==> src/hw/huff_pkg.sv <==
`default_nettype none

package huff_pkg;

    // codebook geometry
    localparam int CB_DEPTH   = 256;
    localparam int CB_ADDR_W  = 8;
    localparam int PATH_W     = 128;
    localparam int PATH_BYTES = 16;          // stream bytes per symbol
    localparam int CHAR_W     = 8;
    localparam int CNT_W      = 32;          // symbol counter width

    // flow control
    localparam int IN_CREDITS  = 4;          // input fifo depth, upstream credits at reset
    localparam int OUT_CREDITS = 2;

    // derived widths and sized limits
    localparam int IN_PTR_W   = 2;
    localparam int IN_CNT_W   = 3;           // occupancy needs one more bit than the pointers
    localparam int OUT_CRED_W = 2;
    localparam int BYTE_CNT_W = 4;

    localparam logic [IN_CNT_W-1:0]   IN_FULL      = IN_CNT_W'(IN_CREDITS);
    localparam logic [OUT_CRED_W-1:0] OUT_CRED_MAX = OUT_CRED_W'(OUT_CREDITS);
    localparam logic [BYTE_CNT_W-1:0] LAST_BYTE    = BYTE_CNT_W'(PATH_BYTES - 1);
    localparam logic [CB_ADDR_W-1:0]  LAST_ADDR    = CB_ADDR_W'(CB_DEPTH - 1);

    typedef enum logic [2:0] {
        IDLE,        // wait for start
        GATHER,      // shift stream bytes into the path
        SCAN_REQ,    // issue codebook read
        SCAN_CMP,    // compare read data with the path
        EMIT,        // hand the character to the output stage
        FINISH
    } decode_state_t;

endpackage

`default_nettype wire

==> src/hw/byte_fifo.sv <==
`timescale 1ns/100ps
`default_nettype none

module byte_fifo (
    input  wire logic                        clk,
    input  wire logic                        rst,
    input  wire logic                        in_valid,
    input  wire logic [huff_pkg::CHAR_W-1:0] in_byte,
    output logic                             in_credit,
    input  wire logic                        byte_pop,
    output logic      [huff_pkg::CHAR_W-1:0] fifo_byte,
    output logic                             fifo_empty
);

    logic [huff_pkg::CHAR_W-1:0]   mem [huff_pkg::IN_CREDITS];
    logic [huff_pkg::IN_PTR_W-1:0] wr_ptr;
    logic [huff_pkg::IN_PTR_W-1:0] rd_ptr;
    logic [huff_pkg::IN_CNT_W-1:0] count;
    logic                          fifo_full;

    assign fifo_empty = (count == '0);
    assign fifo_full  = (count == huff_pkg::IN_FULL);
    assign fifo_byte  = mem[rd_ptr];   // head is visible without a pop

    // storage
    always_ff @(posedge clk) begin
        if (in_valid) begin
            mem[wr_ptr] <= in_byte;
        end
    end

    // pointers wrap on their own, depth is a power of two
    always_ff @(posedge clk or posedge rst) begin
        if (rst) begin
            wr_ptr <= '0;
            rd_ptr <= '0;
        end else begin
            if (in_valid) begin
                wr_ptr <= wr_ptr + 1'b1;
            end
            if (byte_pop) begin
                rd_ptr <= rd_ptr + 1'b1;
            end
        end
    end

    // occupancy
    always_ff @(posedge clk or posedge rst) begin
        if (rst) begin
            count <= '0;
        end else begin
            case ({in_valid, byte_pop})
                2'b10:   count <= count + 1'b1;
                2'b01:   count <= count - 1'b1;
                default: count <= count;   // idle or push+pop
            endcase
        end
    end

    // every freed slot goes back upstream as one credit
    always_ff @(posedge clk or posedge rst) begin
        if (rst) begin
            in_credit <= 1'b0;
        end else begin
            in_credit <= byte_pop;
        end
    end

    // upstream credits bound the pushes
    a_no_overflow: assert property (
        @(posedge clk) disable iff (rst) in_valid |-> !fifo_full
    );

    a_no_underflow: assert property (
        @(posedge clk) disable iff (rst) byte_pop |-> !fifo_empty
    );

endmodule

`default_nettype wire

==> config.mk <==
export PLATFORM = sky130hd
export DESIGN_NAME = byte_fifo
export DESIGN_NICKNAME = d
export VERILOG_FILES = /design/src/hw/huff_pkg.sv /design/src/hw/byte_fifo.sv
export SDC_FILE = /design/constraint.sdc
export NUM_CORES = 1
export LEC_CHECK = 0
export BUFFER_PORTS_ARGS = -buffer_cell sky130_fd_sc_hd__buf_2
export CAP_MARGIN = 20
export CORE_MARGIN = 2
export CORE_UTILIZATION = 50
export CTS_CLUSTER_DIAMETER = 120
export DETAILED_ROUTE_END_ITERATION = 8
export PLACE_DENSITY = 0.74
export RECOVER_POWER = 100
export SYNTH_ARGS = -nofsm -noshare
export SYNTH_HDL_FRONTEND = slang
export SYNTH_SLANG_ARGS = --single-unit
==> constraint.sdc <==
create_clock -name clk -period 1.2 [get_ports clk]
set_input_delay 0.12 -clock clk [delete_from_list [all_inputs] [get_ports clk]]
set_output_delay 0.12 -clock clk [all_outputs]
set_load 0.01 [all_outputs]
---- Word level (Yosys, flattened, before mapping) ----
Memories as Yosys holds them, arrays and structs flattened.
Cells that the tools add are included.
cells by class
  reduce and logical (&&, ||, !) cells .... 2
  equal/unequal tests ..................... 2
  mux-type cells .......................... 3
  $add $sub $neg .......................... 4
operator list
  kind                 number
  $pmux 3 s2           1
  $add 2x1->2 const B  2
  $add 3x1->3 const B  1
  $logic_not 3->1      1
  $sub 3x1->3 const B  1
  $eq 2x1->1 const B   1
  $eq 2x2->1 const B   1
  $mux 1               2
  $reduce_bool 2->1    1
storage, ports and cells
  bits of input ports ..................... 12
  output and inout port bits .............. 10
  memories kept ........................... 1
  RAM bits ................................ 32
  logic and storage cells ................. 16
  flip-flop bits (word level) ............. 8
memories
  memory  words  bits a word  rd ports  clocked after memory_dff  write ports  line             source
  mem     4      8            1         0                         1            byte_fifo.sv:15  logic [huff_pkg::CHAR_W-1:0] mem [huff_pkg::IN_CREDITS];

---- Longest topological paths before layout ----
  word-level depth ........................ 2
  mapped depth ............................ 7
  mapped depth without buffers ............ 7

---- Worst setup path before layout ----
OpenSTA, ideal clock, no wires.
  kind .................................... flip-flop to flip-flop
  from .................................... register count[0] (netlist name)
  to ...................................... register count[2] (netlist name)
  cell stages (with the launch flop) ...... 6
  slack ................................... -0.095 ns
  setup time .............................. 0.079 ns
  path buffers ............................ 0
  clock period less this slack ............ 1.295 ns
  arrival ................................. 1.216 ns
  required time ........................... 1.121 ns
  cell sequence ........................... dfrtp_1 inv_1 fa_1 xor2_1 nor2_1 xor2_1
between the ends
  word-level cells in the longest chain between the ends .. 2
  elaborated cells between the ends (all ways) .. 3
  those cells by class .................... add/sub (2); mux (1)
RTL lines
  what                                        line                              source
  from (decl)                                 byte_fifo.sv:18                   logic [huff_pkg::IN_CNT_W-1:0] count;
  from (signal assigned)                      byte_fifo.sv:53                   2'b10: count <= count + 1'b1;
  from (signal assigned)                      byte_fifo.sv:54                   2'b01: count <= count - 1'b1;
  from (signal assigned)                      byte_fifo.sv:55                   default: count <= count;
  $sub 3x1->3 or $add 3x1->3 (tied branches)  byte_fifo.sv:54, byte_fifo.sv:53
  $pmux 3 s2 (*)                              byte_fifo.sv:52                   case ({in_valid, byte_pop})
Every way passes the cells marked *; elsewhere a longest branch is shown, timed or not.
A chain may end at the register's enable or synchronous reset.

---- Worst setup path in the final report ----
  from .................................... register rd_ptr[0] (netlist name)
  to ...................................... output fifo_byte[5] (netlist name)
between the ends
  word-level cells in the longest chain between the ends .. 1
RTL lines
  what                    line             source
  from (decl)             byte_fifo.sv:17  logic [huff_pkg::IN_PTR_W-1:0] rd_ptr;
  from (signal assigned)  byte_fifo.sv:42  rd_ptr <= rd_ptr + 1'b1;
  $mem_v2 4x8             --
  to (decl)               byte_fifo.sv:11  output logic [huff_pkg::CHAR_W-1:0] fifo_byte,
Every way passes these cells.

==> PnR_summary.wiki <==
{| class="wikitable"
! Metric !! Value
|-
| Status || finished, violations left
|-
| Failing checks || setup timing
|-
| Ordered list of cells on the worst path || buf_12, mux4_2, buf_6
|-
| Remaining number of nets flagged by the antenna check after routing || 0
|-
| Number of distinct library cells after synthesis || 16
|-
| Die Footprint || 0.00362 mm2
|-
| Element type at the critical path end || primary output
|-
| Max H-tree Level || 2
|-
| Setup repair after global routing missed its margin || yes
|-
| Highest fanout seen on the critical path || 9
|-
| Clock latency at the later pin of the worst-skew pair || 0.35 ns
|-
| Critical path's slowest cell || mux4_2
|-
| Largest clock skew in the final design || 0.00960 ns
|-
| Final setup violation count || 34
|-
| Post-Place Cells || 153
|-
| Antenna cell count || 0
|-
| Detailed placement HPWL || 1.72 mm
|-
| Yosys top cell area share || 0.610
|-
| R2r setup slk || -0.16 ns
|-
| Cell at the root of the clock tree || clkbuf_4
|-
| Detailed-route vias per instance || 4.92
|-
| Multi-input gate area in the final layout || 432 um2
|-
| Final cell count without fillers || 177
|-
| Portion of the post-synthesis area used by sequential elements || 0.737
|-
| Clock period minus final worst setup slack || 1.66 ns
|-
| Hold-critical path depth || 2
|-
| Count of standard-cell rows || 20
|-
| Drt first pass iters || 4
|-
| Number of design-rule violations left by the first detailed-router iteration || 36
|-
| Pin count of the biggest net entering global routing || 14
|-
| Area growth, synth to finish || 35.7%
|-
| Via count of the first global-routing pass || 866
|-
| Setup CP Type || reg -> out
|-
| Endpoint, Worst Hold || in_credit
|-
| Highest cell delay on the worst timing path || 0.52 ns
|-
| Overall routed net length || 2.90 mm
|-
| Clock tree from TritonCTS || yes
|-
| Total negative slack || -5.46 ns
|-
| Hold Worst Slack || 0.0514 ns
|-
| Worst setup margin || -0.462 ns
|-
| Nets in the synthesized netlist || 97
|-
| TritonCTS Sinks || 40
|-
| Number of cells produced by synthesis || 79
|-
| Via count of the routed design || 871
|-
| Number of hold-slack violations in the final timing report || 0
|-
| Pin slew with the least headroom to its limit || 0.382 ns
|-
| Number of port buffers || 21
|-
| Total Nets Final || 150
|-
| Hold/Removal Path Class || in -> reg
|-
| Total track usage || 0.177
|-
| Count of cells along the worst register-to-register path || 5
|-
| Share of the cycle needed by the critical path after routing || 1.39
|-
| FF+latch area || 0.00116 mm2
|-
| Kind of start point of the critical path || flip-flop
|-
| Detail-routed net length per standard cell || 16.4 um
|-
| Worst endpoint data arrival time || 1.54 ns
|-
| Die Y-Extent || 60.1 um
|-
| Share of final-layout standard cells stronger than drive strength 1 || 0.444
|-
| Max Clk Rate || 602 MHz
|-
| YS warnings || 0
|-
| Routability-driven placement congestion ratio || 0.643
|-
| Setup slack at placement || -0.201 ns
|-
| Number of max-cap violations || 0
|-
| FF-to-FF End || count[2]
|-
| Core area || 0.00303 mm2
|-
| DRC || 0
|-
| Largest area contributor in the netlist || edfxtp_1
|-
| Die width || 60.1 um
|-
| Netlist area before placement || 0.00158 mm2
|-
| Asr flop ratio synth || 0.200
|-
| Number of enable-type register cells in the synthesized netlist || 32
|-
| Area contributors post-synth || edfxtp_1, dfrtp_1, mux4_2, ha_1, xor2_1
|-
| Max_slew headroom || 0.745
|-
| Seq cells post-synth || 40
|-
| Post-synth top flop || edfxtp_1
|-
| Final number of max-transition violations || 0
|-
| Worst flop-to-flop path startpoint || count[1]
|-
| TritonCTS Buffers || 5
|-
| Data required time of the critical path || 1.08 ns
|-
| Number of filler cells placed in the layout || 202
|-
| Clock transition time at the flip-flop clock pins of the worst setup and hold paths || 0.11 ns
|-
| GR Overflow Total || 0
|-
| Power per cell area || 2300 mW/mm2
|-
| Launch instance of the worst min-delay path || byte_pop
|-
| First-pass GRT wire length || 4.24 mm
|-
| Synth Area per Inst || 19.9 um2
|-
| Ports || 22
|-
| Leakage power figure || 0.810 nW
|-
| Largest buffer count on any clock path || 2
|-
| Max VDD drop || 1.39 mV
|-
| Antenna violations before repair || 0
|-
| Effective utilization at floorplan || 0.520
|}
## per-layer routing
metal / share of wire / vias up / track usage
met5: 0 / - / 0
met4: 0.025 / 0 / 0.0667
met3: 0.037 / 7 / 0.0649
met2: 0.55 / 23 / 0.292
met1: 0.39 / 442 / 0.213
li1: - / 399 / -
## critical path, delay by kind of cell, from the launching register on
family / cells / cell delay, ns
buffers and inverters: 2 / 0.29
multiplexers: 1 / 0.52
flip-flops: 1 / 0.39
## how the worst max path moves through the flow
stage / cells past startpoint / startpoint / endpoint
6_report: 3 / rd_ptr[0] / fifo_byte[5]
5_1_grt: 3 / rd_ptr[0] / fifo_byte[1]
4_1_cts: 3 / rd_ptr[0] / fifo_byte[5]
3_5_place_dp: 8 / in_valid / count[2]
3_3_place_gp: 8 / in_valid / count[2]
2_1_floorplan: 7 / in_valid / count[2]
## registers in the layout, indices dropped and copies added (netlist names)
name       count
count          3
in_credit      1
mem           32
rd_ptr         2
wr_ptr         2
## placed cells by master, fill, tap and decap left out, drive strengths merged, types with 2 or more instances in the layout
master / instances
xnor2: 2
buf: 27
ha: 5
xor2: 4
edfxtp: 32
mux4: 8
dfrtp: 8
nand2: 2
inv: 7
dlygate4sd3: 9
clkbuf: 17
and2: 4
## synthesized netlist by cell type, types with 2 or more instances
cell type  number
and2_1          4
dfrtp_1         8
edfxtp_1       32
ha_1            5
inv_1           7
mux4_2          8
nand2_1         2
xnor2_1         2
xor2_1          4
## per-stage QoR
stage	util	cell area (um2)	power, mW
global route	0.706	2140	5.21
CTS	0.681	2060	4.65
finish	0.706	2140	4.92
detailed placement	0.602	1820	3.50
global placement	0.602	1820	3.42
floorplan	-	1580	2.91
## kinds of logic after synthesis
family | after synthesis | synth area share
simple gates | 8 | 0.0262
compound gates | 1 | 0.00317
flops | 40 | 0.737
buf+inv | 9 | 0.0270
xor+xnor | 6 | 0.0334
fa+ha+maj | 6 | 0.0524
mux | 9 | 0.121
## what timing repair did
| action | 4_1_cts | 5_1_grt |
|---|---|---|
| hold endpoints to repair | 40 | 0 |
| hold buffers | 9 | 0 |
| pin swaps | 2 | 5 |
| setup endpoints to repair | 34 | 33 |
| resized for setup | 12 | 18 |
| buffers inserted | 4 | 3 |
## cell type report
cell class / instances / area share
multi-input cells: 30 / 0.202
inverters: 7 / 0.0123
flip-flops and latches: 40 / 0.543
repair buffers: 48 / 0.180
clock buffers: 5 / 0.0176
well taps: 44 / 0.0257
clock inverters: 3 / 0.0199
## report_power, final
part / switching [mW] / internal (mW)
clock: 0.438 / 0.434
sequential: 0.213 / 1.85
combinational: 0.824 / 1.17
total: 1.47 / 3.45
No activity file was read; power rests on OpenSTA's default activity.
