$ cat src/hw/huff_pkg.sv
`default_nettype none

package huff_pkg;

    // codebook geometry
    localparam int CB_DEPTH   = 256;
    localparam int CB_ADDR_W  = 8;
    localparam int PATH_W     = 128;
    localparam int PATH_BYTES = 16;          // stream bytes per symbol
    localparam int CHAR_W     = 8;
    localparam int CNT_W      = 32;          // symbol counter width

    // flow control
    localparam int IN_CREDITS  = 4;          // input fifo depth, upstream credits at reset
    localparam int OUT_CREDITS = 2;

    // derived widths and sized limits
    localparam int IN_PTR_W   = 2;
    localparam int IN_CNT_W   = 3;           // occupancy needs one more bit than the pointers
    localparam int OUT_CRED_W = 2;
    localparam int BYTE_CNT_W = 4;

    localparam logic [IN_CNT_W-1:0]   IN_FULL      = IN_CNT_W'(IN_CREDITS);
    localparam logic [OUT_CRED_W-1:0] OUT_CRED_MAX = OUT_CRED_W'(OUT_CREDITS);
    localparam logic [BYTE_CNT_W-1:0] LAST_BYTE    = BYTE_CNT_W'(PATH_BYTES - 1);
    localparam logic [CB_ADDR_W-1:0]  LAST_ADDR    = CB_ADDR_W'(CB_DEPTH - 1);

    typedef enum logic [2:0] {
        IDLE,        // wait for start
        GATHER,      // shift stream bytes into the path
        SCAN_REQ,    // issue codebook read
        SCAN_CMP,    // compare read data with the path
        EMIT,        // hand the character to the output stage
        FINISH
    } decode_state_t;

endpackage

`default_nettype wire

$ cat src/hw/translation_decode.sv
`timescale 1ns/100ps
`default_nettype none

module translation_decode (
    input  wire logic                           clk,
    input  wire logic                           rst,
    input  wire logic                           start,
    input  wire logic [huff_pkg::CNT_W-1:0]     sym_count,
    input  wire logic [huff_pkg::CHAR_W-1:0]    fifo_byte,
    input  wire logic                           fifo_empty,
    output logic                                byte_pop,
    output logic                                cb_rd_en,
    output logic      [huff_pkg::CB_ADDR_W-1:0] cb_rd_addr,
    input  wire logic [huff_pkg::PATH_W-1:0]    cb_rd_data,
    output logic                                emit,
    output logic      [huff_pkg::CHAR_W-1:0]    emit_char,
    input  wire logic                           emit_ready,
    output logic                                no_match,
    output logic                                done
);

    huff_pkg::decode_state_t state;
    huff_pkg::decode_state_t state_nxt;

    logic [huff_pkg::PATH_W-1:0]     path;            // assembled stream path
    logic [huff_pkg::BYTE_CNT_W-1:0] byte_cnt;
    logic [huff_pkg::BYTE_CNT_W-1:0] byte_cnt_nxt;
    logic [huff_pkg::CB_ADDR_W-1:0]  scan_addr;
    logic [huff_pkg::CB_ADDR_W-1:0]  scan_addr_nxt;
    logic [huff_pkg::CNT_W-1:0]      sym_target;      // latched sym_count
    logic [huff_pkg::CNT_W-1:0]      sym_target_nxt;
    logic [huff_pkg::CNT_W-1:0]      sym_done;
    logic [huff_pkg::CNT_W-1:0]      sym_done_nxt;
    logic                            no_match_nxt;
    logic                            path_hit;
    logic                            sym_end;         // current symbol is finished

    // handshakes come straight from the state
    assign byte_pop   = (state == huff_pkg::GATHER) && !fifo_empty;
    assign cb_rd_en   = (state == huff_pkg::SCAN_REQ);
    assign cb_rd_addr = scan_addr;
    assign emit       = (state == huff_pkg::EMIT) && emit_ready;
    assign emit_char  = scan_addr;   // the matching address is the character
    assign done       = (state == huff_pkg::FINISH);

    assign path_hit = (cb_rd_data == path);

    always_comb begin
        state_nxt      = state;
        byte_cnt_nxt   = byte_cnt;
        scan_addr_nxt  = scan_addr;
        sym_target_nxt = sym_target;
        sym_done_nxt   = sym_done;
        no_match_nxt   = no_match;
        sym_end        = 1'b0;

        case (state)
            huff_pkg::IDLE: begin
                if (start) begin
                    sym_target_nxt = sym_count;
                    sym_done_nxt   = '0;
                    byte_cnt_nxt   = '0;
                    if (sym_count == '0) begin
                        state_nxt = huff_pkg::FINISH;   // nothing to decode
                    end else begin
                        state_nxt = huff_pkg::GATHER;
                    end
                end
            end

            huff_pkg::GATHER: begin
                if (!fifo_empty) begin
                    if (byte_cnt == huff_pkg::LAST_BYTE) begin
                        byte_cnt_nxt  = '0;
                        scan_addr_nxt = '0;   // scan always starts at entry 0
                        state_nxt     = huff_pkg::SCAN_REQ;
                    end else begin
                        byte_cnt_nxt = byte_cnt + 1'b1;
                    end
                end
            end

            huff_pkg::SCAN_REQ: begin
                state_nxt = huff_pkg::SCAN_CMP;
            end

            huff_pkg::SCAN_CMP: begin
                if (path_hit) begin
                    state_nxt = huff_pkg::EMIT;   // first hit wins
                end else if (scan_addr == huff_pkg::LAST_ADDR) begin
                    // whole book missed, drop the symbol
                    no_match_nxt = 1'b1;
                    sym_end      = 1'b1;
                end else begin
                    scan_addr_nxt = scan_addr + 1'b1;
                    state_nxt     = huff_pkg::SCAN_REQ;
                end
            end

            huff_pkg::EMIT: begin
                if (emit_ready) begin
                    sym_end = 1'b1;
                end
            end

            huff_pkg::FINISH: begin
                state_nxt = huff_pkg::FINISH;   // held until reset
            end

            default: begin
                state_nxt = huff_pkg::IDLE;
            end
        endcase

        // symbol bookkeeping shared by hit and miss
        if (sym_end) begin
            sym_done_nxt = sym_done + 1'b1;
            if (sym_done_nxt == sym_target) begin
                state_nxt = huff_pkg::FINISH;
            end else begin
                state_nxt = huff_pkg::GATHER;
            end
        end
    end

    always_ff @(posedge clk or posedge rst) begin
        if (rst) begin
            state      <= huff_pkg::IDLE;
            byte_cnt   <= '0;
            scan_addr  <= '0;
            sym_target <= '0;
            sym_done   <= '0;
            no_match   <= 1'b0;
        end else begin
            state      <= state_nxt;
            byte_cnt   <= byte_cnt_nxt;
            scan_addr  <= scan_addr_nxt;
            sym_target <= sym_target_nxt;
            sym_done   <= sym_done_nxt;
            no_match   <= no_match_nxt;
        end
    end

    // first popped byte ends up in the top byte after 16 shifts
    always_ff @(posedge clk) begin
        if (byte_pop) begin
            path <= {path[huff_pkg::PATH_W-huff_pkg::CHAR_W-1:0], fifo_byte};
        end
    end

    // read data and path stay put while the character waits for a credit
    a_emit_on_hit: assert property (
        @(posedge clk) disable iff (rst)
        (state == huff_pkg::EMIT) |-> path_hit
    );

endmodule

`default_nettype wire

$ cat config.mk
export PLATFORM = sky130hd
export DESIGN_NAME = translation_decode
export DESIGN_NICKNAME = d
export VERILOG_FILES = /design/src/hw/huff_pkg.sv /design/src/hw/translation_decode.sv
export SDC_FILE = /design/constraint.sdc
export NUM_CORES = 1
export LEC_CHECK = 0
export BUFFER_PORTS_ARGS = -buffer_cell sky130_fd_sc_hd__buf_2
export CAP_MARGIN = 10
export CORE_MARGIN = 1
export CORE_UTILIZATION = 44
export CTS_CLUSTER_SIZE = 24
export DETAILED_ROUTE_END_ITERATION = 10
export GPL_ROUTABILITY_DRIVEN = 0
export PLACE_DENSITY = 0.65
export REMOVE_ABC_BUFFERS = 1
export SLEW_MARGIN = 20
export SYNTH_ARGS = -nofsm -noshare
export SYNTH_HDL_FRONTEND = slang
export SYNTH_SLANG_ARGS = --single-unit
$ cat constraint.sdc
create_clock -name clk -period 14.2 [get_ports clk]
set_clock_uncertainty 0.1 [all_clocks]
set_input_delay 0.71 -clock clk [delete_from_list [all_inputs] [get_ports clk]]
set_output_delay 0.71 -clock clk [all_outputs]
set_load 0.01 [all_outputs]
# After elaboration in Yosys (flattened, before gate mapping)
# Index checks and enable logic that the tools add are counted.
[classes]
bitwise_logic = 1
n_eq_ne = 19
mux = 25
addsub = 3
n_reduce_logical = 15
[ops]
columns = ["op", "count"]
rows = [
  ["128-bit equality test", 1],
  ["32-bit 2-to-1 mux", 3],
  ["32-bit by 1-bit adder with 32-bit output, second input constant", 1],
  ["32-bit equality test", 1],
  ["32-bit zero test", 1],
  ["8-bit 2-to-1 mux", 4],
  ["3-bit 2-to-1 mux", 8],
  ["3-bit one-hot mux with 6 select lines", 1],
  ["8-bit one-hot mux with 2 select lines", 1],
  ["4-bit 2-to-1 mux", 3],
  ["2-bit inequality test, second input constant", 5],
  ["5-bit AND reduction", 2],
  ["8-bit by 1-bit adder with 8-bit output, second input constant", 1],
  ["8-bit equality test, second input constant", 1],
  ["4-bit one-hot mux with 2 select lines", 1],
  ["2-bit nonzero test", 4],
  ["3-bit by 2-bit equality test with 1-bit output, second input constant", 2],
  ["3-bit equality test, second input constant", 2],
  ["3-bit inequality test, second input constant", 2],
  ["3-bit AND reduction", 2],
  ["4-bit by 1-bit adder with 4-bit output, second input constant", 1],
  ["4-bit equality test, second input constant", 1],
  ["4-bit inequality test, second input constant", 1],
  ["2-bit AND reduction", 2],
  ["other kinds (9)", 12],
]
[word_totals]
wordCells = 70
register_bits = 208
in_bits = 173

# Longest topological paths before layout
# Gate-level depths: netlist (run 1).
[logic_depth]
depth_word = 6
depth_mapped = 9
mapped_depth_nobuf = 8

# Least setup slack after synthesis (run 1)
# No wires, ideal clock.
[synth_timing]
path_kind = "input to register"
startpoint = "input fifo_empty"
endpoint = "register byte_cnt[3] (netlist bit)"
stages = 5
arrival_time_ps = 11353
setup_slack_ps = 2664
required_ps = 14017
n_path_buf = 0
cell_sequence = "nor3_1 > nor2_1 > nor3_1 > a21oi_1 > o21ai_0"
[synth_between]
elab_chain_len = 2
[synth_lines]
columns = ["item", "line_no", "text"]
rows = [
  ["from (decl)", "translation_decode.sv:10", "input wire logic fifo_empty,"],
  ["2-bit inequality test (no line)", "-", ""],
  ["3-bit AND reduction (no line)", "-", ""],
  ["to (signal assigned)", "translation_decode.sv:136", "byte_cnt <= byte_cnt_nxt;"],
  ["to (decl)", "translation_decode.sv:26", "logic [huff_pkg::BYTE_CNT_W-1:0] byte_cnt;"],
]
# No other way between the ends.
# A chain may end at the register's enable or synchronous reset.

# Worst setup path in the final report (run 1)
[layout_timing]
startpoint = "register sym_done[0] (netlist bit)"
endpoint = "register state[2]"
[layout_between]
elab_chain_len = 4
[layout_lines]
columns = ["item", "line_no", "text"]
rows = [
  ["from (decl)", "translation_decode.sv:32", "logic [huff_pkg::CNT_W-1:0] sym_done;"],
  ["from (signal assigned)", "translation_decode.sv:139", "sym_done <= sym_done_nxt;"],
  ["32-bit by 1-bit adder with 32-bit output", "translation_decode.sv:117", "sym_done_nxt = sym_done + 1'b1;"],
  ["32-bit equality test", "translation_decode.sv:118", "if (sym_done_nxt == sym_target) begin"],
  ["3-bit 2-to-1 mux", "translation_decode.sv:118", ""],
  ["3-bit 2-to-1 mux", "translation_decode.sv:116", "if (sym_end) begin"],
  ["to (signal assigned)", "translation_decode.sv:128", "state <= huff_pkg::IDLE;"],
  ["to (signal assigned)", "translation_decode.sv:135", "state <= state_nxt;"],
  ["to (decl)", "translation_decode.sv:22", "huff_pkg::decode_state_t state;"],
]
# No other way between the ends.

==> flow_summary.toml, run 1 <==
[detailed_routing]
routed_wl_um = 28000
ant_nets = 0
via_per_inst = 5.41
drt_iter0_drc = 598
drc = 0
vias = 7920
dr.pass1.iters = 4
wl_per_cell_um = 19.1

[floorplan]
rows = 56
core_um2 = 23500
die_h_um = 157
start_util_pct = 44.9
die_x_um = 157
num_io_pins = 194
dieArea_um2 = 24700

[power_and_ir_drop]
switchingPower_w = 0.000620
p_per_area_nw_per_um2 = 158
internal_power_w = 0.00135
ir_drop_v = 0.000105
seqPwrFrac_pct = 47.5
p_clk_share_pct = 30.9
swShare_pct = 31.4
leakage_nw = 4.83
combPwrFrac_pct = 21.5

[global_route]
antenna_found_initial = 9
grt_pass1_wl_um = 42300
grt_max_degree = 78
track_usage_pct = 22.8
grt_pass1_vias = 7486
gr-total-overflow = 0

[run_status]
status = "completed"

[yosys]
yosysTopAreaCell = "edfxtp_1"
synth_top_family_by_area = "simple AND/OR/NAND/NOR gates"
postSynthCellCount = 940
synth_edf_count = 128
yosys-top-cells-area = "edfxtp_1 36%, dfrtp_1 19%, xnor2_1 12%, nand2_1 5.6%, nand4_1 2.8%"
ys_seq_area_share_pct = 55.3
yosysWarnings = 0
synth_simple_gate_area_share_pct = 18.0
synth.most_common_cell = "nand2_1"
synth_compound_area_share_pct = 7.63
synth.avg_cell_area_um2 = 11.3
netlist_area_um2 = 10600
async_flop_share_pct = 38.5
synthTopCellsByCount = "157 x nand2_1, 144 x xnor2_1, 128 x edfxtp_1"
yosys.area.top_type_share_pct = 36.3
ys_types = 72
synthMuxAreaShare_pct = 0.887
synthAdderAreaFrac_pct = 0.355
synth_ff_type = "edfxtp_1"
synth_xor_area_share_pct = 14.3
ys_seq_elements = 208

[finish]
stdcell_area_um2 = 12500
area_delta_synth_final_pct = 18.4
drive_gt1_share_pct = 25.2
utilization_pct = 53.2
nets = 1297

[timing]
finalCritPeriodShare_pct = 25.3
tns_ns = 0
fin_crit_ns = 3.59
maxSlewViolCount = 0
slew_headroom_pct = 34.9
clock.fmax_ghz = 0.278
hold_viol_final = 0
worst_pin_slew_ns = 0.977
rsz0062_at_grt = "no"
setup_viol = 0

[clocking]
cts_tree = "built"
cts_buffer_depth = 3
worst_skew_pair.late_latency_ns = 0.52
cts.sinks = 208
holdBufCountCts = 0
cts_buffers = 25
cts_setup_buffers = 0
cts-resized-gates = 0
cts_root_buffer = "clkbuf_16"
htreeDepth = 1
clkSlewWorstSetupHoldPaths_ns = 0.06

[critical_path]
end_kind = "flop"
criticalPathCategory = "flop to flop"
cp.required_ns = 14.52
worstPathCellList = "ha_1 -> nand3_2 -> or4_2 -> or4_1 -> xnor2_1 -> a2111oi_0 -> nand4_1 -> o31ai_1"
worst_path_largest_cell_delay_ns = 0.81
cp_top_family = "simple AND/OR/NAND/NOR gates"
slowest_stage = "or4_2"
worst-path-buf-inv = 0
cp_max_fo = 10
worstPathArrival_ns = 3.92
start_kind = "flop"

[placement]
portBuffers = 193
hpwl_um = 20100
placed_area_um2 = 11700

[min_path]
min_path_type = "input pin to async pin"

[run]
maxCapViolations = 0
==> logic make-up after synthesis <==
| group | Yosys count |
|---|---|
| flip-flops | 208 |
| AND/OR/NAND/NOR | 371 |
| multiplexers | 9 |
| buffers and inverters | 70 |
| XOR/XNOR | 171 |
| AO/OA/AOI/OAI | 108 |
| adder cells (fa/ha/maj) | 3 |
==> sequential cells by signal, summed over array words and instances, names as in the netlist <==
signal / flops
no_match: 1
path: 128
cb_rd_addr: 8
byte_cnt: 4
sym_done: 32
sym_target: 32
state: 3
==> power groups by stage <==
stage	Sequential [W]	Clock (W)	Combinational [W]
5_1_grt	0.000953	0.000645	0.000470
4_1_cts	0.000937	0.000621	0.000428
3_5_place_dp	0.000945	0	0.000423
2_1_floorplan	0.000933	0	0.000279
3_3_place_gp	0.000943	0	0.000418
6_report	0.000938	0.000610	0.000425
==> through the flow <==
stage | hold WS, ns | std cells | power, W | worst slack (ns)
after floorplan | 0.342 | 891 | 0.00121 | 2.66
after global placement | 0.350 | 1413 | 0.00136 | 10.38
after detailed placement | 0.359 | 1413 | 0.00137 | 10.41
after CTS | 0.121 | 1458 | 0.00199 | 10.63
after global routing | 0.152 | 1463 | 0.00207 | 10.40
final | 0.114 | 1465 | 0.00197 | 10.61
==> worst paths after layout <==
check / start / endpoint / slack [ns] / depth (start not counted)
setup / recovery: sym_done[0] / state[2] / 10.61 / 8
hold / removal: rst / cb_rd_addr[5] / 0.11 / 2
setup reg to reg: sym_done[0] / state[2] / 10.61 / 8
hold reg to reg: path[116] / path[124] / 0.37 / 0
max in group asynchronous: rst / sym_done[2] / 12.76 / 3
min in group clk: fifo_byte[1] / path[1] / 0.26 / 1
==> routing by layer <==
metal  up-vias  wire length (um)  global-route usage (%)
li1       3768                 -                       -
met1      3808             12700                    32.3
met2       285             12500                    34.7
met3        57              1860                    4.74
met4         2               826                    7.77
met5         -                13                       0
==> final cells by class <==
class | count | area (um^2)
clock inverters | 14 | 123
multi-input cells | 662 | 4380
flip-flops and latches | 208 | 5850
diodes | 7 | 17.5
fillers | 2100 | 11000
inverters | 21 | 80.1
well taps | 319 | 399
repair buffers | 203 | 1040
clock buffers | 31 | 648
==> worst reg2reg max path: stages, from the launching register on <==
cell and delay (ns):
dfrtp_1 0.47, ha_1 0.36, nand3_2 0.25, or4_2 0.81
or4_1 0.62, xnor2_1 0.16, a2111oi_0 0.36, nand4_1 0.14
o31ai_1 0.22
==> placed cells by master, fill, tap and decap left out, types with 8 or more instances in the layout <==
master       n
buf_2      193
nand2_1    157
xnor2_1    144
edfxtp_1   128
dfrtp_1     80
nand4_1     48
nand3_1     27
nor4_1      27
nor2_1      27
xor2_1      26
clkbuf_16   25
o21ai_0     22
inv_1       20
a31o_2      15
a22oi_1     15
nor3_1      12
buf_4       10
nand2b_1     8
or2_2        8
o2bb2ai_1    8
No activity file was read; power rests on OpenSTA's default activity.
==> inputs of run 2 (changes only) <==
ABC_AREA = 1   (was default)
clock period = 3.8 ns   (was 14.2 ns; I/O delays follow)
==> flow_summary.toml, run 2 <==
[run]
maxCapViolations = 0

[floorplan]
die_h_um = 159
dieArea_um2 = 25300
rows = 57
start_util_pct = 44.8
die_x_um = 159
num_io_pins = 194
core_um2 = 24200

[critical_path]
path_common_cell = "nand2_1"
worst-path-buf-inv = 0
reg2reg_depth = 10
slowest_stage = "nand2_2"
worstPathCellList = "or2_0 -> a21oi_1 -> nand3_1 -> nor2_1 -> nand2_1 -> nor2_2 -> nand2_1 -> a21oi_2 -> nand2_2 -> o21ai_2"
cp.depth = 10
cp.required_ns = 4.13
worstPathArrival_ns = 3.20
end_kind = "flop"
criticalPathCategory = "flop to flop"
cp_top_family = "simple AND/OR/NAND/NOR gates"
worst_path_largest_cell_delay_ns = 0.58
cp_max_fo = 30
ff2ff_setup_slack_ns = 0.94
start_kind = "flop"

[timing]
hold_viol_final = 0
clock.fmax_ghz = 0.349
setup_viol = 0
worst_pin_slew_ns = 1.04
fin_crit_ns = 2.86
finalCritPeriodShare_pct = 75.3
rsz0062_at_grt = "no"
maxSlewViolCount = 0
finalWorstSetupSlack_ns = 0.938
slew_headroom_pct = 30.6

[finish]
final_cell_mix = "287 x nand2_1, 193 x buf_2, 135 x inv_1"
drive_gt1_share_pct = 20.6
nets = 1594
mostFrequentLayoutCell = "nand2_1"
area_delta_synth_final_pct = 23.8
top_register = "path"
reg_top3 = "path (128), sym_done (32), sym_target (32)"
largest_register_ffs = 128

[detailed_routing]
via_per_inst = 4.87
routed_wl_um = 25400
wl_per_cell_um = 14.4
vias = 8577
ant_nets = 0
dr.pass1.iters = 6
drt_iter0_drc = 665
drc = 0

[yosys]
postSynthCellCount = 1174
async_flop_share_pct = 38.5
synth_edf_count = 128
ys_types = 38
yosys.area.top_type_share_pct = 35.4
yosys-top-cells-area = "edfxtp_1 35%, dfrtp_1 18%, nand2_1 10%, xor2_1 5.4%, inv_1 4.7%"
ys_seq_elements = 208
yosysTopAreaCell = "edfxtp_1"
yosysWarnings = 0
synthTopCellsByCount = "288 x nand2_1, 136 x inv_1, 128 x edfxtp_1"
netlist_area_um2 = 10900
synth_ff_type = "edfxtp_1"
synth.avg_cell_area_um2 = 9.25
synth.most_common_cell = "nand2_1"
ys_seq_area_share_pct = 53.8

[min_path]
hold_depth = 2
min_path_type = "input pin to flop"

[clocking]
cts_root_buffer = "clkbuf_16"
cts.sinks = 208
htreeDepth = 1
worst_skew_pair.late_latency_ns = 0.53
cts_buffer_depth = 3
clkSlewWorstSetupHoldPaths_ns = 0.06
cts_buffers = 24
cts-resized-gates = 0
cts_tree = "built"
cts_setup_buffers = 0

[power_and_ir_drop]
ir_drop_v = 0.000371
p_per_area_nw_per_um2 = 618
leakage_nw = 5.88
p_total_w = 0.00832

[placement]
hpwl_um = 18300
portBuffers = 193
preCtsSetupSlack_ns = 0.924

[global_route]
grt_max_degree = 68
grt_pass1_wl_um = 41800
track_usage_pct = 20.4
grt_pass1_vias = 8796
antenna_found_initial = 2
gr-total-overflow = 0

[run_status]
status = "completed"
==> run 2: changes by cell type after synthesis, sizes merged, moves of 36 or more <==
cell	change
o21ai	+36
xor2	+41
nand3	+64
inv	+117
nor2	+113
xnor2	-95
nand2	+139
==> run 2: metrics by stage <==
step / setup TNS (ns) / hold WS, ns / instances / utilization (%) / cell area, um^2
2_1_floorplan: -417.14 / 0.189 / 1151 / - / 10700
3_3_place_gp: 0 / 0.267 / 1675 / 50.2 / 12200
3_5_place_dp: 0 / 0.269 / 1675 / 50.2 / 12200
4_1_cts: 0 / 0.0363 / 1759 / 55.4 / 13400
5_1_grt: 0 / 0.0517 / 1760 / 55.5 / 13400
6_report: 0 / 0.0474 / 1762 / 55.5 / 13500
==> run 2: path summary, 6_finish.rpt <==
kind	from	to
max reg2reg	path[117]	sym_done[20]
min	fifo_empty	path[32]
min in group asynchronous	rst	sym_target[26]
min reg2reg	path[12]	path[20]
max in group asynchronous	rst	byte_cnt[1]
max	path[117]	sym_done[20]
==> run 2: repair_timing <==
item | 4_1_cts | 5_1_grt
hold buffers | 41 | 0
hold endpoints to repair | 97 | 0
setup endpoints to repair | 0 | 0
==> run 2: layout make-up <==
class / instances / area [um^2]
Fill cell: 2182 / 10800
Sequential cell: 208 / 5850
Multi-Input combinational cell: 805 / 4350
Timing Repair Buffer: 241 / 1450
Clock buffer: 30 / 633
Inverter: 138 / 520
Tap cell: 324 / 405
Clock inverter: 13 / 234
Antenna cell: 3 / 7.51
==> run 2: power breakdown <==
part | switching, W | internal [W]
clock | 0.000935 | 0.00159
combinational | 0.00131 | 0.000853
sequential | 0.000495 | 0.00313
==> run 2: per-layer routing <==
metal,up-vias,global-route usage [%],routed length (um)
li1,4326,-,-
met1,3946,25.5,10900
met2,262,34.7,11800
met3,43,5.13,2000
met4,0,6.51,625
met5,-,0,0
==> run 2: logic make-up (layout without fill, tap and decap cells) <==
kind of cell,Yosys count,in the layout,synth area share [%]
and+or+nand+nor,596,596,24.4
DFF,208,208,53.8
buffers and inverters,161,422,6.21
xor gates and xnor gates,116,116,9.35
AOI/OAI and AO/OA,90,90,5.92
adders and majority gates,3,3,0.346
other,0,3,0
