==> src/hw/huff_pkg.sv <==
`default_nettype none

package huff_pkg;

    // codebook geometry
    localparam int CB_DEPTH   = 256;
    localparam int CB_ADDR_W  = 8;
    localparam int PATH_W     = 128;
    localparam int PATH_BYTES = 16;          // stream bytes per symbol
    localparam int CHAR_W     = 8;
    localparam int CNT_W      = 32;          // symbol counter width

    // flow control
    localparam int IN_CREDITS  = 4;          // input fifo depth, upstream credits at reset
    localparam int OUT_CREDITS = 2;

    // derived widths and sized limits
    localparam int IN_PTR_W   = 2;
    localparam int IN_CNT_W   = 3;           // occupancy needs one more bit than the pointers
    localparam int OUT_CRED_W = 2;
    localparam int BYTE_CNT_W = 4;

    localparam logic [IN_CNT_W-1:0]   IN_FULL      = IN_CNT_W'(IN_CREDITS);
    localparam logic [OUT_CRED_W-1:0] OUT_CRED_MAX = OUT_CRED_W'(OUT_CREDITS);
    localparam logic [BYTE_CNT_W-1:0] LAST_BYTE    = BYTE_CNT_W'(PATH_BYTES - 1);
    localparam logic [CB_ADDR_W-1:0]  LAST_ADDR    = CB_ADDR_W'(CB_DEPTH - 1);

    typedef enum logic [2:0] {
        IDLE,        // wait for start
        GATHER,      // shift stream bytes into the path
        SCAN_REQ,    // issue codebook read
        SCAN_CMP,    // compare read data with the path
        EMIT,        // hand the character to the output stage
        FINISH
    } decode_state_t;

endpackage

`default_nettype wire

==> src/hw/char_out.sv <==
`timescale 1ns/100ps
`default_nettype none

module char_out (
    input  wire logic                        clk,
    input  wire logic                        rst,
    input  wire logic                        emit,
    input  wire logic [huff_pkg::CHAR_W-1:0] emit_char,
    output logic                             emit_ready,
    output logic                             out_valid,
    output logic      [huff_pkg::CHAR_W-1:0] out_char,
    input  wire logic                        out_credit
);

    logic [huff_pkg::OUT_CRED_W-1:0] credits;   // consumer slots still free

    assign emit_ready = (credits != '0);

    always_ff @(posedge clk or posedge rst) begin
        if (rst) begin
            credits   <= huff_pkg::OUT_CRED_MAX;
            out_valid <= 1'b0;
        end else begin
            case ({emit, out_credit})
                2'b10:   credits <= credits - 1'b1;
                2'b01:   credits <= credits + 1'b1;
                default: credits <= credits;   // spend and return cancel out
            endcase
            out_valid <= emit;   // one cycle pulse per character
        end
    end

    always_ff @(posedge clk) begin
        if (emit) begin
            out_char <= emit_char;
        end
    end

    // consumer returns no more than it was given
    a_credit_bound: assert property (
        @(posedge clk) disable iff (rst) credits <= huff_pkg::OUT_CRED_MAX
    );

endmodule

`default_nettype wire

==> config.mk <==
export PLATFORM = sky130hd
export DESIGN_NAME = char_out
export DESIGN_NICKNAME = d
export VERILOG_FILES = /design/src/hw/huff_pkg.sv /design/src/hw/char_out.sv
export SDC_FILE = /design/constraint.sdc
export NUM_CORES = 1
export LEC_CHECK = 0
export ABC_AREA = 0
export BUFFER_PORTS_ARGS = -buffer_cell sky130_fd_sc_hd__buf_4
export CORE_AREA = 2 2 39 41
export CTS_BUF_LIST = sky130_fd_sc_hd__clkbuf_4 sky130_fd_sc_hd__clkbuf_8 sky130_fd_sc_hd__clkbuf_16
export CTS_CLUSTER_SIZE = 8
export DETAILED_ROUTE_END_ITERATION = 7
export DIE_AREA = 0 0 41 43
export HOLD_SLACK_MARGIN = 0.03
export SYNTH_ARGS = -nofsm -noshare
export SYNTH_HDL_FRONTEND = slang
export SYNTH_SLANG_ARGS = --single-unit
==> constraint.sdc <==
create_clock -name clk -period 2.4 [get_ports clk]
set_input_delay 0.24 -clock clk [delete_from_list [all_inputs] [get_ports clk]]
set_output_delay 0.24 -clock clk [all_outputs]
set_load 0.1 [all_outputs]
# Yosys cells after proc, flatten, opt, wreduce, memory -nomap -nowiden
# Cells that the tools add are included.
[word_totals]
reg_bits = 11
latchBits = 0
mem_bits_rw = 0
romBits = 0
input_bits = 12
output_inout_bits = 10
wordCells = 10
mem_count = 0
[classes]
n_addsub = 2
multipliers = 0
div = 0
order_cmp = 0
eq_ne = 2
shift = 0
n_mux = 1
bitwise_logic = 0
n_reduce_logical = 2
[op_table]
columns = ["cell", "n"]
rows = [
  ["$pmux W2 S2", 1],
  ["$reduce_bool A2 Y1", 2],
  ["$add A2 B1 Y2 const B", 1],
  ["$eq A2 B1 Y1 const B", 1],
  ["$eq A2 B2 Y1 const B", 1],
  ["$sub A2 B1 Y2 const B", 1],
]

# Longest topological paths before layout
# Gate-level depths: netlist of run 1.
[depth]
word_depth = 2
ltp_mapped = 5
depth_no_buf = 5

# Worst setup path after synthesis of run 1
# OpenSTA, ideal clock, no wires.
[synth_path]
path_kind = "register to output"
startpoint = "register credits[1] (netlist name)"
endpoint = "output port emit_ready"
arrival_time_ns = 0.943
t_required_ns = 2.160
slack_ns = 1.217
path_stages_with_launch = 2
n_path_buf = 0
cell_sequence = "dfstp_2 -> or2_2"
[synth_via]
elab_chain_cells = 1
[synth_lines]
columns = ["element", "line", "source"]
rows = [
  ["start, declared", "char_out.sv:15", "logic [huff_pkg::OUT_CRED_W-1:0] credits;"],
  ["start signal, assigned", "char_out.sv:21", "credits <= huff_pkg::OUT_CRED_MAX;"],
  ["start signal, assigned", "char_out.sv:25", "2'b10: credits <= credits - 1'b1;"],
  ["start signal, assigned", "char_out.sv:26", "2'b01: credits <= credits + 1'b1;"],
  ["$reduce_bool A2 Y1", "char_out.sv:17", "assign emit_ready = (credits != '0);"],
  ["end, declared", "char_out.sv:9", "output logic emit_ready,"],
]
# Every way passes these cells.

# Worst setup path after layout of run 1
[layout_path]
startpoint = "register credits[0] (netlist name)"
endpoint = "output port emit_ready"
# The elaborated chain is that of the path after synthesis.

==> results of run 1 <==
==> placed cells by master, fill, tap and decap left out, drive strengths merged <==
master	count
inv	2
or2	1
nor2	1
buf	21
dfstp	1
xor2	2
dlygate4sd3	1
dfrtp	2
ha	1
xnor2	1
clkbuf	4
edfxtp	8
==> cells by family (layout without fill, tap and decap cells) <==
family,after synthesis,in the layout,share of synthesized area (%)
buffers and inverters,2,28,2.01
adder cells (fa/ha/maj),1,1,3.36
flip-flops,11,11,84.9
AND/OR/NAND/NOR,2,2,2.68
XOR/XNOR,3,3,7.05
==> power by group <==
group	switching [mW]	leakage [nW]	total, mW	internal (mW)
Sequential	0.0179	0.112	0.260	0.242
Clock	0.0561	0.0184	0.131	0.0753
Combinational	0.182	0.140	0.243	0.0611
Total	0.256	0.270	0.635	0.378
==> through the flow <==
| step | worst slack [ps] | utilization, % | power, mW | instances | hold slack [ps] |
|---|---|---|---|---|---|
| 5_1_grt | 909 | 42.7 | 0.669 | 61 | 129 |
| 3_3_place_gp | 1270 | 39.8 | 0.500 | 56 | 112 |
| 4_1_cts | 953 | 42.7 | 0.643 | 61 | 138 |
| 6_report | 966 | 42.7 | 0.635 | 61 | 147 |
| 2_1_floorplan | 1220 | - | 0.449 | 19 | -7.08 |
| 3_5_place_dp | 1190 | 39.8 | 0.507 | 56 | 120 |
==> flip-flops by register name, summed over array words and instances (netlist names) <==
register	flops
out_char	8
credits	2
out_valid	1
==> synthesized netlist by cell type <==
cell type  number
edfxtp_1        8
dfrtp_1         2
inv_1           2
xor2_1          2
dfstp_2         1
ha_1            1
nor2_1          1
or2_2           1
xnor2_1         1
==> layout make-up <==
class                           instances  area share [%]
Inverter                                2            1.27
Timing Repair Buffer                   22            28.4
Tap cell                               16            3.39
Sequential cell                        11            53.6
Multi-Input combinational cell          6            8.26
Clock buffer                            4            5.08
==> worst max-delay path, stage by stage, from the launching register on <==
cell	delay, ps
dfrtp_1	410
or2_2	280
buf_4	230
==> routing by layer <==
layer,GRT usage [%],vias up,wire [um]
met4,4.00,0,0
met5,0,-,0
met2,15.6,22,367
met1,9.66,112,262
li1,-,117,-
met3,7.33,0,147
==> path summary, 6_finish.rpt <==
path / startpoint / to / cells past startpoint
worst min-delay path: emit_char[0] / out_char[0] / 1
min in group asynchronous: rst / out_valid / 3
worst max register to register: credits[0] / credits[1] / 3
worst min register to register: credits[0] / credits[0] / 1
worst max-delay path: credits[0] / emit_ready / 2
max in group asynchronous: rst / credits[1] / 3
==> flow_summary.yaml, run 1 <==
clock_tree:
  h-tree-depth: 1
  cts_setup_buffers: 0
  cts_sinks: 11
  worst_skew_pair.late_latency_ps: 260
  cts_resized: 0
  path_clk_slew_ps: 70
  cts_tree: "built"
  cts_root_buf: "clkbuf_4"
  clockBufferDepth: 2
  cts_hold_buf: 1
  cts_made_buffers: 3
grt:
  grt_pass1_vias: 260
  grt-ovfl-total: 0
  antenna_found_initial: 0
  grt_pass1_wl_mm: 1.13
  grt_max_degree: 11
  gr-usage-all-layers_pct: 10.1
routing:
  post_drt_wl_per_cell_um: 12.8
  antenna_left: 0
  drc: 0
  drtPass1Iterations: 1
  drt-total-wl_um: 778
  via_per_inst: 4.11
  via_count: 251
  dr.first_iter.drc_count: 0
power:
  powerDensity_mw_per_mm2: 1070
  worst_ir_drop_vdd_v: 0.000759
  p_leak_nw: 0.270
synthesis:
  synth_top_area_share_pct: 64.4
  synthCells: 19
  avgSynthCellArea_um2: 19.6
  synth_cell_types: 9
  yosysTopAreaCell: "edfxtp_1"
  syn-num-nets: 32
  yosysWarnings: 0
  ys_seq_area_share_pct: 84.9
  synth_seq_cells: 11
  netlist_top_cells_area: "edfxtp_1 (64%), dfrtp_1 (13%), dfstp_2 (7.0%)"
  synth.cell_area_um2: 373
setup_path:
  r2r_slack_ps: 1420
  crit_type: "register to primary output"
  arrival_ps: 1190
  worstSetupStartpointType: "register"
  cp-end-kind: "primary output"
  crit_path_max_fanout: 3
  cp.required_ps: 2160
floorplan:
  row_count: 14
  dieArea_mm2: 0.00176
  pin_count: 22
  start_util_pct: 26.9
  dieHeight_um: 43
  dieWidth_um: 41
  coreArea_mm2: 0.00138
layout:
  nNetsFinal: 59
  fillers: 146
  drive_gt1_share_pct: 60.0
  multi_input_area_um2: 48.8
  area_delta_synth_final_pct: 58.4
  final_cell_area_um2: 591
  antenna_cells: 0
  final-seq-area_um2: 317
sta:
  rsz0062_at_grt: "false"
  min_period_ps: 1430
  fin_worst_skew_ps: 0.0285
  setup_viol: 0
  slew_headroom_pct: 81.3
  tightest_slew_ps: 283
  fin_crit_sh_pct: 59.7
  fmax_ghz: 0.697
  slew_viol_final: 0
  finalHoldViolations: 0
  fin_tns_setup_ps: 0
status:
  status: "complete, no violations"
job:
  drv_cap: 0
placed_design:
  dpl_cell_area_um2: 551
  gp_congestion: 0.613
  numPortBuffers: 21
worst_hold_path:
  holdCritPathClass: "primary input to register"
No activity file was read; power rests on OpenSTA's default activity.
==> run 2: changes to the inputs <==
--- a/config.mk
+++ b/config.mk
@@ -5,7 +5,7 @@
 export SDC_FILE = /design/constraint.sdc
 export NUM_CORES = 1
 export LEC_CHECK = 0
-export ABC_AREA = 0
+export ABC_AREA = 1
 export BUFFER_PORTS_ARGS = -buffer_cell sky130_fd_sc_hd__buf_4
 export CORE_AREA = 2 2 39 41
 export CTS_BUF_LIST = sky130_fd_sc_hd__clkbuf_4 sky130_fd_sc_hd__clkbuf_8 sky130_fd_sc_hd__clkbuf_16
==> constraint.sdc (replaced) <==
create_clock -name clk -period 1.3 [get_ports clk]
set_input_delay 0.13 -clock clk [delete_from_list [all_inputs] [get_ports clk]]
set_output_delay 0.13 -clock clk [all_outputs]
set_load 0.1 [all_outputs]
==> run 2 against run 1 <==
  * Setup slack worse by 910 ps
  * Total power increased by 91%
  * Non-clock buffer count is the same
  * Clock power increased by 85%
  * Final area grew 4.4%
  * Sequential power rose by 83%
  * Clock skew is 4.2 ps higher
  * Clock-buffer cell count stayed put
  * Wire length down 1.9%
  * Synthesized cell count is 37% higher
  * Combinational power is 100% higher
  * Cell count up 11%
==> flow_summary.yaml, run 2 <==
floorplan:
  coreArea_mm2: 0.00138
  dieArea_mm2: 0.00176
  pin_count: 22
  dieHeight_um: 43
  dieWidth_um: 41
  start_util_pct: 28.4
  row_count: 14
layout:
  final_cell_area_um2: 617
  nNetsFinal: 66
  final_cell_mix: "buf_4 (20), edfxtp_1 (8), inv_1 (5)"
  instances_no_fill: 68
  area_delta_synth_final_pct: 57.0
  layout_commonest_cell: "buf_4"
  largest_reg_flops: 8
  top_register: "out_char"
  antenna_cells: 0
  reg.largest.list: "out_char (8), credits (2), out_valid (1)"
  fillers: 130
  drive_gt1_share_pct: 55.8
sta:
  rsz0062_at_grt: "false"
  slew_viol_final: 0
  fin_tns_setup_ps: 0
  fin_worst_skew_ps: 4.25
  slew_headroom_pct: 81.3
  fin_ws_ps: 59.1
  fin_crit_sh_pct: 95.5
  setup_viol: 0
  fmax_ghz: 0.806
  min_period_ps: 1240
  finalHoldViolations: 0
  tightest_slew_ps: 283
placed_design:
  dp_slack_ps: 287
  dp_hpwl_um: 633
  dpl_cell_area_um2: 573
  gp_congestion: 0.705
  dpl.cell_count: 63
  numPortBuffers: 21
synthesis:
  synthCells: 26
  avgSynthCellArea_um2: 15.1
  netlist_top_cells_area: "edfxtp_1 (61%), dfrtp_1 (13%), dfstp_2 (6.7%)"
  yosysTopAreaCell: "edfxtp_1"
  yosysWarnings: 0
  synth_top_area_share_pct: 61.1
  synth.cell_area_um2: 393
  synth_cell_types: 11
  ys_seq_area_share_pct: 80.6
  synth_seq_cells: 11
  yosysMostFrequentCell: "edfxtp_1"
  synthTopCellsByCount: "edfxtp_1 (8), inv_1 (5), nand2_1 (4), dfrtp_1 (2)"
  synth_edf_count: 8
  async_flop_share_pct: 27.3
  syn-num-nets: 39
  synth_ff_type: "edfxtp_1"
setup_path:
  crit_path_max_fanout: 2
  reg2reg_from: "credits[1]"
  worstSetupStartpointType: "register"
  reg2regPathDepth: 3
  cp-end-kind: "primary output"
  r2r_slack_ps: 510
  r2r-end: "credits[1]"
  crit_type: "register to primary output"
  cp.required_ps: 1170
  arrival_ps: 1110
routing:
  post_drt_wl_per_cell_um: 11.2
  drt-total-wl_um: 763
  dr.first_iter.drc_count: 0
  antenna_left: 0
  drtPass1Iterations: 1
  via_count: 281
  drc: 0
  via_per_inst: 4.13
clock_tree:
  cts_made_buffers: 3
  h-tree-depth: 1
  cts_root_buf: "clkbuf_4"
  clockBufferDepth: 2
  worst_skew_pair.late_latency_ps: 260
  cts_sinks: 11
  cts_setup_buffers: 0
  path_clk_slew_ps: 70
  cts_tree: "built"
worst_hold_path:
  holdCritPathClass: "primary input to register"
  min_from: "emit_char[7]"
  holdPathEnd: "out_char[7]"
  min_path_cells: 1
grt:
  grt_pass1_wl_mm: 1.02
  antenna_found_initial: 0
  grt-ovfl-total: 0
  grt_pass1_vias: 271
  gr-usage-all-layers_pct: 9.23
  grt_max_degree: 11
power:
  worst_ir_drop_vdd_v: 0.00125
  power_mw: 1.22
  p_leak_nw: 0.292
  powerDensity_mw_per_mm2: 1970
job:
  drv_cap: 0
status:
  status: "complete, no violations"
==> run 2: cell count changes after synthesis <==
cell     previous run  this run
nand2_1             0         4
nand2_2             0         1
or2_2               1         0
inv_2               0         1
inv_1               2         5
nand3_1             0         1
xor2_1              2         0
nand4_1             0         1
nor2_1              1         0
==> run 2: worst max path at each step <==
stage               startpoint          to  slack (ps)  cells past startpoint
finish              credits[1]  emit_ready          60                      3
global route        credits[1]  emit_ready          20                      3
detailed placement        emit  credits[1]         290                      7
global placement    credits[1]  emit_ready         290                      3
CTS                 credits[1]  emit_ready          50                      3
floorplan           credits[1]  emit_ready         240                      2
==> run 2: cells by family (layout without fill, tap and decap cells) <==
logic type,after synthesis,after routing,share of synthesized area (%)
XOR/XNOR,1,1,2.23
adder cells (fa/ha/maj),1,1,3.18
buffers and inverters,6,32,5.73
flip-flops,11,11,80.6
AND/OR/NAND/NOR,7,7,8.28
==> run 2: final cells by class <==
cell class | instances | area [um^2] | share of cell area [%]
clock buffer | 4 | 30.0 | 4.87
inverter | 6 | 22.5 | 3.65
multi-input combinational | 9 | 56.3 | 9.13
sequential | 11 | 317 | 51.3
tap | 16 | 20.0 | 3.25
timing repair buffer | 22 | 171 | 27.8
==> run 2: worst max-delay path: stages, from the launching register on <==
cell	delay, ps
dfstp_2	530
inv_1	50
nand2_2	60
buf_6	210
==> run 2: metal layers <==
layer	vias to the layer above	wire length [um]	track usage (%)
met3	0	125	4.71
met5	-	0	0
li1	136	-	-
met4	0	0	4.00
met2	22	328	14.4
met1	123	310	10.0
==> run 2: repair_timing <==
| action | in CTS | in global routing |
|---|---|---|
| resized for setup | 1 | 0 |
| endpoints found under the hold margin | 3 | 0 |
| endpoints found under the setup margin | 1 | 0 |
| hold buffers | 1 | 0 |
==> run 2: power breakdown <==
group | internal [mW] | switching [mW] | total (mW) | leakage, nW
clock | 0.139 | 0.104 | 0.243 | 0.0184
sequential | 0.444 | 0.0303 | 0.475 | 0.112
combinational | 0.126 | 0.371 | 0.498 | 0.162
total | 0.710 | 0.505 | 1.22 | 0.292
==> run 2: through the flow <==
step	util (%)	hold slack [ps]
finish	44.6	44.4
global route	44.6	31.8
CTS	44.6	39.5
detailed placement	41.4	18.4
global placement	41.4	14.6
floorplan	-	-117
==> run 3: changes to the inputs <==
==> constraint.sdc (replaced) <==
create_clock -name clk -period 1.6 [get_ports clk]
set_input_delay 0.16 -clock clk [delete_from_list [all_inputs] [get_ports clk]]
set_output_delay 0.16 -clock clk [all_outputs]
set_load 0.1 [all_outputs]
==> run 3 against run 2 <==
  * Wire length fell by 2.4%
  * Largest cell class unchanged
  * Critical endpoint unchanged
  * Total power fell by 21%
  * Sequential power fell by 19%
  * Die area did not move
  * Cell count did not move
  * Clock-buffer cell count did not move
  * First-iteration DRC count did not move
  * Non-clock buffer count did not move
  * Highest routed layer unchanged
  * Clock skew barely moved
==> flow_summary.yaml, run 3 (synthesis gave the netlist of run 2 again) <==
clock_tree:
  cts_made_buffers: 3
  cts_sinks: 11
  cts_resized: 0
  cts_tree: "built"
  path_clk_slew_ps: 60
  worst_skew_pair.late_latency_ps: 260
  cts_root_buf: "clkbuf_4"
  h-tree-depth: 1
  clockBufferDepth: 2
  cts_setup_buffers: 0
sta:
  fin_tns_setup_ps: 0
  rsz0062_at_grt: "false"
  finalHoldViolations: 0
  min_period_ps: 1330
  slew_viol_final: 0
  fmax_ghz: 0.750
  tightest_slew_ps: 282
  setup_viol: 0
  fin_worst_skew_ps: 3.93
  slew_headroom_pct: 81.3
  fin_crit_sh_pct: 83.3
status:
  status: "complete, no violations"
floorplan:
  dieArea_mm2: 0.00176
  row_count: 14
  coreArea_mm2: 0.00138
  dieHeight_um: 43
  start_util_pct: 28.4
  dieWidth_um: 41
  pin_count: 22
placed_design:
  gp_congestion: 0.612
  dpl.cell_count: 63
  dp_hpwl_um: 602
  numPortBuffers: 21
layout:
  layout_commonest_cell: "buf_4"
  top_register: "out_char"
  final_cell_mix: "buf_4 (21), edfxtp_1 (8), inv_1 (5)"
  instances_no_fill: 68
  reg.largest.list: "out_char (8), credits (2), out_valid (1)"
  drive_gt1_share_pct: 53.8
  area_delta_synth_final_pct: 55.4
  nNetsFinal: 66
  largest_reg_flops: 8
  antenna_cells: 0
routing:
  wl_met3_um: 110
  via_count: 279
  drt-total-wl_um: 745
  top_layer: "met3"
  dr.first_iter.drc_count: 0
  antenna_left: 0
  met1Wirelength_um: 322
  post_drt_wl_per_cell_um: 11.0
  via_per_inst: 4.10
  met2WireLength_um: 313
  drtPass1Iterations: 1
  drc: 0
power:
  p_leak_nw: 0.290
  worst_ir_drop_vdd_v: 0.00107
  powerDensity_mw_per_mm2: 1580
setup_path:
  cp.required_ps: 1440
  path_cells: "inv_1 -> nand2_1 -> buf_4"
  worstSetupStartpointType: "register"
  crit_slowest_cell: "dfstp_2"
  critPathTopFamily: "flip-flops"
  arrival_ps: 1170
  cp-end-kind: "primary output"
  crit_path_max_fanout: 2
  crit_type: "register to primary output"
  cpPeakStageDelay_ps: 530
  crit_buf_inv: 2
grt:
  grt_max_degree: 11
  antenna_found_initial: 0
  gr-usage-all-layers_pct: 9.51
  grt_pass1_wl_mm: 1.06
  grt_pass1_vias: 252
  grt-ovfl-total: 0
worst_hold_path:
  holdCritPathClass: "primary input to register"
job:
  drv_cap: 0
==> run 3: changes by cell type in the layout (fill, tap and decap cells not counted) <==
cell	before	now
nand2_1	3	4
buf_6	1	0
buf_4	20	21
nand2_2	2	1
==> run 3: routing by layer <==
metal	GRT usage (%)	up-vias
li1	-	137
met1	12.6	120
met2	13.1	22
met3	2.62	0
met4	6.00	0
met5	0	-
==> run 3: area by class of cell <==
class	instances	area [um^2]
inverter	6	22.5
clock buffer	4	30.0
fill	129	773
sequential	11	317
tap	16	20.0
multi-input combinational	9	53.8
timing repair buffer	22	168
==> run 3: final timing paths <==
| kind | from | to | slack [ps] | depth (start not counted) |
|---|---|---|---|---|
| setup / recovery | credits[1] | emit_ready | 270 | 3 |
| hold reg to reg | credits[1] | credits[1] | 460 | 2 |
| hold / removal | emit_char[5] | out_char[5] | 80 | 1 |
| max in group asynchronous | rst | credits[1] | 1060 | 3 |
| min in group asynchronous | rst | credits[0] | 330 | 3 |
| setup reg to reg | credits[1] | credits[1] | 820 | 3 |
==> run 3: power breakdown <==
group | switching, mW | leakage, nW | internal, mW | total (mW)
Combinational | 0.295 | 0.160 | 0.0907 | 0.386
Sequential | 0.0258 | 0.112 | 0.361 | 0.387
Clock | 0.0798 | 0.0184 | 0.113 | 0.193
Total | 0.401 | 0.290 | 0.565 | 0.966
==> run 3: what timing repair did <==
action | CTS | global route
hold buffers | 1 | 0
setup endpoints to repair | 0 | 0
endpoints found under the hold margin | 3 | 0
==> run 3: per-stage QoR <==
stage	total power, mW	setup slack [ps]	util, %	area (um^2)	hold WS (ps)
6_report	0.966	268	44.1	611	75.7
5_1_grt	1.02	239	44.1	611	61.1
3_5_place_dp	0.777	553	41.2	571	42.1
4_1_cts	0.980	256	44.1	611	63.4
2_1_floorplan	0.691	250	-	393	-87.1
3_3_place_gp	0.775	563	41.2	571	40.5
==> run 3: worst register-to-register path, cell delays in order (launching register included) <==
cell	delay, ps
dfstp_2	530
inv_1	50
nand4_1	80
nand2_1	60
